<file path="src/logic/cu_mem_pkg.sv">
// Memory-side definitions for the compute unit
//   addr_t             word address on the Wishbone side
//   data_t             configuration word
//   FIFO_DEPTH_DEFAULT entries in request and response FIFOs
package cu_mem_pkg;

  // --------------------------------------------------
  // Bus widths
  // --------------------------------------------------
  localparam int ADDR_WIDTH = 32;
  localparam int DATA_WIDTH = 32;

  // Word address, one count per configuration word
  typedef logic [ADDR_WIDTH-1:0] addr_t;

  // One configuration word as read from memory
  typedef logic [DATA_WIDTH-1:0] data_t;

  // --------------------------------------------------
  // Buffering
  // --------------------------------------------------
  // Power of two, 2 or more
  localparam int FIFO_DEPTH_DEFAULT = 8;

endpackage : cu_mem_pkg

</file>
<file path="src/logic/cu_ctrl_pkg.sv">
// Control-side definitions for the compute unit
//   count_t               word count of one descriptor
//   cu_state_e            block-protocol FSM states
//   SETTLE_CYCLES_DEFAULT quiet time before ap_done
package cu_ctrl_pkg;

  // --------------------------------------------------
  // Descriptor word count
  // --------------------------------------------------
  localparam int COUNT_WIDTH = 16;

  typedef logic [COUNT_WIDTH-1:0] count_t;

  // --------------------------------------------------
  // Block-protocol states
  // --------------------------------------------------
  // Drain waits on bus and FIFOs, settle on the timer
  typedef enum logic [2:0] {
    CU_IDLE,
    CU_RUN,
    CU_DRAIN,
    CU_SETTLE,
    CU_DONE
  } cu_state_e;

  // Cycles between full drain and ap_done
  localparam int SETTLE_CYCLES_DEFAULT = 16;

endpackage : cu_ctrl_pkg
</file>
<file path="src/logic/cu_top.sv">
// Compute unit setup path, top level
//   Descriptor regs, control FSM, setup engine
//   Request FIFO, Wishbone read master, response FIFO
module cu_top #(
  parameter int SETTLE_CYCLES = cu_ctrl_pkg::SETTLE_CYCLES_DEFAULT,
  parameter int FIFO_DEPTH    = cu_mem_pkg::FIFO_DEPTH_DEFAULT
) (
  input  logic                ap_clk,
  input  logic                control_areset,
  input  logic                ap_start,
  input  logic                ap_continue,
  output logic                ap_ready,
  output logic                ap_idle,
  output logic                ap_done,
  input  logic                desc_valid,
  input  cu_mem_pkg::addr_t   desc_base,
  input  cu_ctrl_pkg::count_t desc_count,
  output logic                wb_cyc,
  output logic                wb_stb,
  output cu_mem_pkg::addr_t   wb_adr,
  input  cu_mem_pkg::data_t   wb_dat,
  input  logic                wb_ack,
  output logic                cfg_valid,
  output cu_mem_pkg::data_t   cfg_data,
  input  logic                cfg_ready
);

  import cu_mem_pkg::*;
  import cu_ctrl_pkg::*;

  // --------------------------------------------------
  // Internal wires
  // --------------------------------------------------
  addr_t  cfg_base;
  count_t cfg_count;
  logic   desc_loaded, desc_consume, run_start, issue_done, mem_idle;
  logic   req_push, req_pop, req_full, req_empty;
  addr_t  req_addr, req_head;
  logic   rsp_push, rsp_pop, rsp_full, rsp_empty;
  data_t  rsp_data;

  // Output stream is the response FIFO head
  assign cfg_valid = ~rsp_empty;
  assign rsp_pop   = cfg_valid & cfg_ready;

  cu_config_regs u_config_regs (
    .ap_clk        (ap_clk),         .control_areset(control_areset),
    .desc_valid    (desc_valid),     .desc_base     (desc_base),
    .desc_count    (desc_count),     .desc_consume  (desc_consume),
    .desc_loaded   (desc_loaded),    .cfg_base      (cfg_base),
    .cfg_count     (cfg_count)
  );

  cu_control #(.SETTLE_CYCLES(SETTLE_CYCLES)) u_control (
    .ap_clk     (ap_clk),      .control_areset(control_areset),
    .ap_start   (ap_start),    .ap_continue   (ap_continue),
    .desc_loaded(desc_loaded), .issue_done    (issue_done),
    .mem_idle   (mem_idle),    .req_empty     (req_empty),
    .rsp_empty  (rsp_empty),   .ap_ready      (ap_ready),
    .ap_idle    (ap_idle),     .ap_done       (ap_done),
    .run_start  (run_start),   .desc_consume  (desc_consume)
  );

  cu_setup_engine u_setup_engine (
    .ap_clk   (ap_clk),    .control_areset(control_areset),
    .run_start(run_start), .cfg_base      (cfg_base),
    .cfg_count(cfg_count), .req_full      (req_full),
    .req_push (req_push),  .req_addr      (req_addr),
    .issue_done(issue_done)
  );

  // Address requests toward the bus
  cu_fifo #(.payload_t(addr_t), .DEPTH(FIFO_DEPTH)) u_req_fifo (
    .ap_clk(ap_clk),     .control_areset(control_areset),
    .push  (req_push),   .push_data     (req_addr),
    .pop   (req_pop),    .pop_data      (req_head),
    .full  (req_full),   .empty         (req_empty)
  );

  cu_wb_master u_wb_master (
    .ap_clk   (ap_clk),    .control_areset(control_areset),
    .req_empty(req_empty), .req_addr      (req_head),
    .rsp_full (rsp_full),  .wb_dat        (wb_dat),
    .wb_ack   (wb_ack),    .req_pop       (req_pop),
    .rsp_push (rsp_push),  .rsp_data      (rsp_data),
    .wb_cyc   (wb_cyc),    .wb_stb        (wb_stb),
    .wb_adr   (wb_adr),    .mem_idle      (mem_idle)
  );

  // Configuration words toward the output stream
  cu_fifo #(.payload_t(data_t), .DEPTH(FIFO_DEPTH)) u_rsp_fifo (
    .ap_clk(ap_clk),     .control_areset(control_areset),
    .push  (rsp_push),   .push_data     (rsp_data),
    .pop   (rsp_pop),    .pop_data      (cfg_data),
    .full  (rsp_full),   .empty         (rsp_empty)
  );

endmodule : cu_top

</file>
<file path="src/logic/cu_wb_master.sv">
// Wishbone classic read master
//   Single outstanding read, request FIFO in, response FIFO out
//   No write path, so no wb_we
module cu_wb_master (
  input  logic              ap_clk,
  input  logic              control_areset,
  input  logic              req_empty,
  input  cu_mem_pkg::addr_t req_addr,
  input  logic              rsp_full,
  input  cu_mem_pkg::data_t wb_dat,
  input  logic              wb_ack,
  output logic              req_pop,
  output logic              rsp_push,
  output cu_mem_pkg::data_t rsp_data,
  output logic              wb_cyc,
  output logic              wb_stb,
  output cu_mem_pkg::addr_t wb_adr,
  output logic              mem_idle
);

  // Open a cycle only with an address and room for the reply
  assign req_pop  = ~wb_cyc & ~req_empty & ~rsp_full;
  // Reply goes straight into the response FIFO
  assign rsp_push = wb_stb & wb_ack;
  assign rsp_data = wb_dat;
  assign mem_idle = ~wb_cyc;

  // --------------------------------------------------
  // Bus cycle control
  // --------------------------------------------------
  always_ff @(posedge ap_clk) begin
    if (control_areset) begin
      wb_cyc <= 1'b0;
      wb_stb <= 1'b0;
    end else if (req_pop) begin
      wb_cyc <= 1'b1;
      wb_stb <= 1'b1;
    end else if (wb_stb && wb_ack) begin
      // Drop cyc and stb the cycle after ack
      wb_cyc <= 1'b0;
      wb_stb <= 1'b0;
    end
  end

  // Address held for the whole cycle
  always_ff @(posedge ap_clk) begin
    if (req_pop) wb_adr <= req_addr;
  end

  a_stb_in_cyc : assert property (@(posedge ap_clk) disable iff (control_areset)
    wb_stb |-> wb_cyc) else $error("wb_stb outside wb_cyc");

  a_adr_stable : assert property (@(posedge ap_clk) disable iff (control_areset)
    wb_stb && !wb_ack |=> wb_stb && $stable(wb_adr))
    else $error("Wishbone request changed before ack");

endmodule : cu_wb_master

</file>
<file path="src/logic/cu_fifo.sv">
// Synchronous FIFO, first-word fall-through
//   Type-parameterized payload, serves addresses and data words
//   Pointer pair plus occupancy count
module cu_fifo #(
  parameter type payload_t = logic [31:0],
  parameter int  DEPTH     = 8
) (
  input  logic     ap_clk,
  input  logic     control_areset,
  input  logic     push,
  input  payload_t push_data,
  input  logic     pop,
  output payload_t pop_data,
  output logic     full,
  output logic     empty
);

  localparam int PTR_W = $clog2(DEPTH);

  payload_t         mem [DEPTH];
  logic [PTR_W-1:0] wr_ptr;
  logic [PTR_W-1:0] rd_ptr;
  logic [PTR_W:0]   count;

  // Head entry visible without a pop
  assign pop_data = mem[rd_ptr];
  assign full     = (count == (PTR_W + 1)'(DEPTH));
  assign empty    = (count == '0);

  // --------------------------------------------------
  // Pointers and occupancy
  // --------------------------------------------------
  always_ff @(posedge ap_clk) begin
    if (control_areset) begin
      wr_ptr <= '0;
      rd_ptr <= '0;
      count  <= '0;
    end else begin
      // Power-of-two depth, pointers wrap on their own
      if (push) wr_ptr <= wr_ptr + 1'b1;
      if (pop) rd_ptr <= rd_ptr + 1'b1;
      if (push && !pop) count <= count + 1'b1;
      else if (pop && !push) count <= count - 1'b1;
    end
  end

  // Storage
  always_ff @(posedge ap_clk) begin
    if (push) mem[wr_ptr] <= push_data;
  end

  a_push_not_full : assert property (@(posedge ap_clk) disable iff (control_areset)
    push |-> !full) else $error("FIFO push while full");

  a_pop_not_empty : assert property (@(posedge ap_clk) disable iff (control_areset)
    pop |-> !empty) else $error("FIFO pop while empty");

endmodule : cu_fifo

</file>
<file path="src/logic/cu_setup_engine.sv">
// Setup engine for configuration reads
//   Walks base .. base+count-1 into the request FIFO
//   Flags issue_done once every address is pushed
module cu_setup_engine (
  input  logic                ap_clk,
  input  logic                control_areset,
  input  logic                run_start,
  input  cu_mem_pkg::addr_t   cfg_base,
  input  cu_ctrl_pkg::count_t cfg_count,
  input  logic                req_full,
  output logic                req_push,
  output cu_mem_pkg::addr_t   req_addr,
  output logic                issue_done
);

  import cu_mem_pkg::*;
  import cu_ctrl_pkg::*;

  addr_t  next_addr;
  count_t remaining;
  logic   active;

  // One push per cycle while there is room
  assign req_push = active & ~req_full;
  assign req_addr = next_addr;

  // --------------------------------------------------
  // Issue control
  // --------------------------------------------------
  always_ff @(posedge ap_clk) begin
    if (control_areset) begin
      active     <= 1'b0;
      issue_done <= 1'b0;
    end else if (run_start) begin
      // Zero count finishes straight away
      active     <= (cfg_count != '0);
      issue_done <= (cfg_count == '0);
    end else if (req_push && remaining == count_t'(1)) begin
      active     <= 1'b0;
      issue_done <= 1'b1;
    end
  end

  // Address walk and words left
  always_ff @(posedge ap_clk) begin
    if (run_start) begin
      next_addr <= cfg_base;
      remaining <= cfg_count;
    end else if (req_push) begin
      next_addr <= next_addr + addr_t'(1);
      remaining <= remaining - count_t'(1);
    end
  end

  // Every push stays inside the held descriptor window
  a_no_push_full : assert property (@(posedge ap_clk) disable iff (control_areset)
    req_push |-> !req_full && (req_addr - cfg_base) < addr_t'(cfg_count))
    else $error("request push while FIFO full or outside the descriptor window");

endmodule : cu_setup_engine

</file>
<file path="src/logic/cu_control.sv">
// Block-protocol FSM, ap_ctrl_chain style
//   Start handshake, run and drain tracking
//   Settle timer ahead of ap_done, ap_continue back to idle
module cu_control #(
  parameter int SETTLE_CYCLES = cu_ctrl_pkg::SETTLE_CYCLES_DEFAULT
) (
  input  logic ap_clk,
  input  logic control_areset,
  input  logic ap_start,
  input  logic ap_continue,
  input  logic desc_loaded,
  input  logic issue_done,
  input  logic mem_idle,
  input  logic req_empty,
  input  logic rsp_empty,
  output logic ap_ready,
  output logic ap_idle,
  output logic ap_done,
  output logic run_start,
  output logic desc_consume
);

  import cu_ctrl_pkg::*;

  localparam int CNT_W = $clog2(SETTLE_CYCLES + 1);

  cu_state_e        state;
  cu_state_e        state_nxt;
  logic [CNT_W-1:0] settle_cnt;
  logic             accept;
  logic             drained;

  // --------------------------------------------------
  // Handshake decode
  // --------------------------------------------------
  assign accept       = (state == CU_IDLE) & ap_start & desc_loaded;
  assign drained      = mem_idle & req_empty & rsp_empty;
  // Ready and run_start in the accept cycle, idle drops after
  assign ap_ready     = accept;
  assign run_start    = accept;
  assign ap_idle      = (state == CU_IDLE);
  assign ap_done      = (state == CU_DONE);
  assign desc_consume = (state == CU_DONE) & ap_continue;

  always_comb begin
    state_nxt = state;
    unique case (state)
      CU_IDLE:   if (accept) state_nxt = CU_RUN;
      CU_RUN:    if (issue_done) state_nxt = CU_DRAIN;
      CU_DRAIN:  if (drained) state_nxt = CU_SETTLE;
      CU_SETTLE: if (settle_cnt == '0) state_nxt = CU_DONE;
      CU_DONE:   if (ap_continue) state_nxt = CU_IDLE;
      default:   state_nxt = CU_IDLE;
    endcase
  end

  // --------------------------------------------------
  // State and settle timer
  // --------------------------------------------------
  always_ff @(posedge ap_clk) begin
    if (control_areset) begin
      state      <= CU_IDLE;
      settle_cnt <= '0;
    end else begin
      state <= state_nxt;
      // Load on drain exit, count down while settling
      if (state == CU_DRAIN) begin
        settle_cnt <= CNT_W'(SETTLE_CYCLES - 1);
      end else if (state == CU_SETTLE) begin
        settle_cnt <= settle_cnt - 1'b1;
      end
    end
  end

  a_ready_pulse : assert property (@(posedge ap_clk) disable iff (control_areset)
    ap_ready |=> !ap_ready)
    else $error("ap_ready held longer than one cycle");

  // Done only after leaving idle, with bus and FIFOs still quiet
  a_done_not_idle : assert property (@(posedge ap_clk) disable iff (control_areset)
    $rose(ap_done) |-> !ap_idle && drained)
    else $error("ap_done rose while idle or with traffic pending");

endmodule : cu_control

</file>
<file path="src/logic/cu_config_regs.sv">
// Descriptor register block
//   Captures base address and word count for one run
//   Holds them until the control FSM consumes the descriptor
module cu_config_regs (
  input  logic                ap_clk,
  input  logic                control_areset,
  input  logic                desc_valid,
  input  cu_mem_pkg::addr_t   desc_base,
  input  cu_ctrl_pkg::count_t desc_count,
  input  logic                desc_consume,
  output logic                desc_loaded,
  output cu_mem_pkg::addr_t   cfg_base,
  output cu_ctrl_pkg::count_t cfg_count
);

  logic capture;

  // New descriptor only when the slot is free
  assign capture = desc_valid & ~desc_loaded;

  // --------------------------------------------------
  // Loaded flag
  // --------------------------------------------------
  always_ff @(posedge ap_clk) begin
    if (control_areset) begin
      desc_loaded <= 1'b0;
    end else if (desc_consume) begin
      desc_loaded <= 1'b0;
    end else if (capture) begin
      desc_loaded <= 1'b1;
    end
  end

  // Payload, qualified by desc_loaded
  always_ff @(posedge ap_clk) begin
    if (capture) begin
      cfg_base  <= desc_base;
      cfg_count <= desc_count;
    end
  end

  // Control FSM only retires a descriptor it started from
  a_consume_loaded : assert property (@(posedge ap_clk) disable iff (control_areset)
    desc_consume |-> desc_loaded)
    else $error("desc_consume without a loaded descriptor");

endmodule : cu_config_regs

</file>
<file path="config.mk">
export PLATFORM = sky130hd
export DESIGN_NAME = cu_top
export DESIGN_NICKNAME = d
export VERILOG_FILES = /design/src/logic/cu_mem_pkg.sv /design/src/logic/cu_ctrl_pkg.sv /design/src/logic/cu_top.sv /design/src/logic/cu_wb_master.sv /design/src/logic/cu_fifo.sv /design/src/logic/cu_setup_engine.sv /design/src/logic/cu_control.sv /design/src/logic/cu_config_regs.sv
export SDC_FILE = /design/constraint.sdc
export NUM_CORES = 1
export LEC_CHECK = 0
export ABC_AREA = 1
export BUFFER_PORTS_ARGS = -buffer_cell sky130_fd_sc_hd__buf_2
export CELL_PAD_IN_SITES_DETAIL_PLACEMENT = 0
export CELL_PAD_IN_SITES_GLOBAL_PLACEMENT = 1
export CORE_UTILIZATION = 55
export CTS_BUF_LIST = sky130_fd_sc_hd__clkbuf_2
export DETAILED_ROUTE_END_ITERATION = 10
export PLACE_DENSITY = 0.95
export SYNTH_ARGS = -nofsm -noshare
export SYNTH_HDL_FRONTEND = slang
export SYNTH_SLANG_ARGS = --single-unit
</file>
<file path="constraint.sdc">
create_clock -name ap_clk -period 4.65 [get_ports ap_clk]
set_clock_uncertainty 0.05 [all_clocks]
set_input_delay 0.465 -clock ap_clk [delete_from_list [all_inputs] [get_ports ap_clk]]
set_output_delay 0.465 -clock ap_clk [all_outputs]
set_load 0.02 [all_outputs]
</file>
==> metrics.txt <==
Setup TNS=0 ps; placeable core region=49000 µm²; global-route wire length before repair=97200 µm; drt total wl=62400 µm; detail-routed via count per cell=5.46; Synth top area share=0.704; Top FF cell, synth=edfxtp_1; clk sinks=675; RSZ-0062 raised after global routing=false; run status=complete, no violations; layout cell share with drive strength beyond 1=0.161; EDFF count, synth=640; Clock Power Share=0.239; Tmin final=4200 ps; Crit path required time=4140 ps; worst hold start=cfg_ready; Synth Area per Inst=11.8 µm²; hold depth=5; TritonCTS clock tree=built; setup slack, reg-to-reg=1910 ps; Logic pwr share=0.263; clock slew at reported path FFs=90 ps; Sw Share=0.352; post-CTS setup buffers=0; Yosys cell types=33; largest net degree at the start of global routing=100; Worst-Skew Late Latency=1310 ps; initial antenna violation count=2; Root Buffer=clkbuf_2; maximum root-to-sink buffer count=3; drt wl/cell=17.8 µm; static leakage=11.7 nW; Rel. slew slack=0.227; pre-CTS WS=1830 ps; Iter 0 DRT Violations=1737; post-layout net count=2840; DR pass1 iterations=6; switching pwr=0.00561 W; Final setup viols=0; detailed placement HPWL=32900 µm; antenna viol nets, final=0; crit path DAT=3680 ps; Crit Path Category=reg -> out; drc violations=0; cts bufs inserted=160; RR Startpoint=u_req_fifo.rd_ptr[0]; YS warnings=0; vias in the first global route=19.3k; sequential-to-total area share from yosys stat=0.730; MaxCap Viol Count=0; ranking of synthesized cells by area=edfxtp_1 70%, nand2_1 6.3%, nor2_1 6.3%; synthesized cell area=27300 µm²; CP Launch Type=flip-flop; IO Count=157; Worst R2R End=u_wb_master.wb_adr[0]; Power Density=498 nW/µm²; Chip Height=225 µm; asr flop ratio synth=0; Register-to-Register Path Depth=6; Final Wtd Congestion=0.893; initial core utilization=0.558; max-slew violation count=0; Int Pwr=0.0103 W; Layout fillers=3525; Seq pwr share=0.498; Die Wd=225 µm; full die area=50500 µm²; Cells after Synth=2321; via count=19.2k; Peak VDD IR=326 µV; Rows=81; Yosys reg bits=675; remaining global-route overflow=0; H-tree lvl count=4; CP Capture Type=output port; most common cell after layout, fill and taps aside=edfxtp_1; P&R area growth vs syn=17.0%; leading area contributor after synthesis=edfxtp_1; final worst slack=453 ps; slew at the pin closest to its max-slew limit=1160 ps; Tcrit/Tclk final=0.903; commonest non-fill, non-tap cells in the layout=640 x edfxtp_1, 459 x nand2_1, 438 x nor2_1; hold crit path type=in -> reg; Hold Fails Final Rpt=0; gr usage total=0.251; CP max FO=88; Buffers on Ports=156; f_max=238 MHz; Post-Syn Nets=2425
[critical path: stages, from the launching register on]
cell	delay, ps
dfxtp_4	630
buf_4	770
nor2_1	130
nor2_1	150
o21ai_0	140
a31oi_1	300
buf_2	220
[Yosys cell counts, drive strengths merged (15+ instances only)]
cell / n
a21oi: 90
a31oi: 69
buf: 47
clkbuf: 62
dfxtp: 35
edfxtp: 640
ha: 15
inv: 69
nand2: 460
nand3: 29
nor2: 455
o21ai: 294
xor2: 16
[registers in the layout, indices dropped and copies added (netlist names), 4 cells and up, named ones only]
signal and count:
u_setup_engine.remaining 16, u_config_regs.cfg_count 16, u_rsp_fifo.count 4, u_config_regs.cfg_base 32, u_req_fifo.mem 256, u_control.settle_cnt 5, u_setup_engine.req_addr 32, u_wb_master.wb_adr 32
u_rsp_fifo.mem 256, u_req_fifo.count 4
[worst max-delay path by stage]
stage / slack, ps / depth (start not counted) / from / endpoint
final: 450 / 6 / flip-flop / cfg_data[8]
after global routing: 120 / 6 / flip-flop / cfg_data[21]
after CTS: 360 / 6 / flip-flop / cfg_data[21]
after detailed placement: 1830 / 6 / flip-flop / cfg_data[21]
after global placement: 1880 / 6 / flip-flop / cfg_data[8]
after floorplan: 1620 / 2 / desc_valid / u_config_regs.cfg_base[0]
[per-stage QoR]
step	total power [W]	hold slack, ps	util	instance area (µm²)	std cells
floorplan	0.0107	383	-	27300	2321
global placement	0.0119	409	0.587	28700	3064
detailed placement	0.0121	417	0.587	28700	3064
CTS	0.0159	13.6	0.652	31900	3507
global route	0.0168	88.0	0.652	31900	3510
finish	0.0159	144	0.652	31900	3512
[per-layer routing]
layer  part of all wire  track usage  up-vias
li1                   -            -     9047
met2               0.50        0.427      865
met4              0.024        0.102        0
met3              0.084       0.0619      133
met5                  0            0        -
met1               0.39        0.306     9117
[power by group through the flow]
stage | Clock (W) | Combinational (W) | Sequential [W]
6_report | 0.00381 | 0.00418 | 0.00793
4_1_cts | 0.00387 | 0.00416 | 0.00791
5_1_grt | 0.00418 | 0.00464 | 0.00799
3_5_place_dp | 0 | 0.00403 | 0.00805
2_1_floorplan | 0 | 0.00271 | 0.00804
3_3_place_gp | 0 | 0.00389 | 0.00802
[cell type report]
class | count | area (µm²) | area share
diodes | 5 | 12.5 | 0.000392
clock buffers | 227 | 1140 | 0.0356
clock inverters | 42 | 307 | 0.00960
inverters | 69 | 260 | 0.00815
multi-input cells | 1468 | 6670 | 0.209
flip-flops and latches | 675 | 19900 | 0.624
well taps | 664 | 831 | 0.0260
repair buffers | 362 | 2780 | 0.0869
[repair_timing]
action | in CTS | in global routing
gates resized for setup | 0 | 0
endpoints found under the hold margin | 421 | 0
hold buffers | 174 | 0
[cell families after synthesis]
logic type,synth area share
and+or+nand+nor,0.137
DFF,0.730
AOI/OAI and AO/OA,0.0881
buffers and inverters,0.0279
xor gates and xnor gates,0.00899
adders and majority gates,0.00834
No activity file was read; power rests on OpenSTA's default activity.
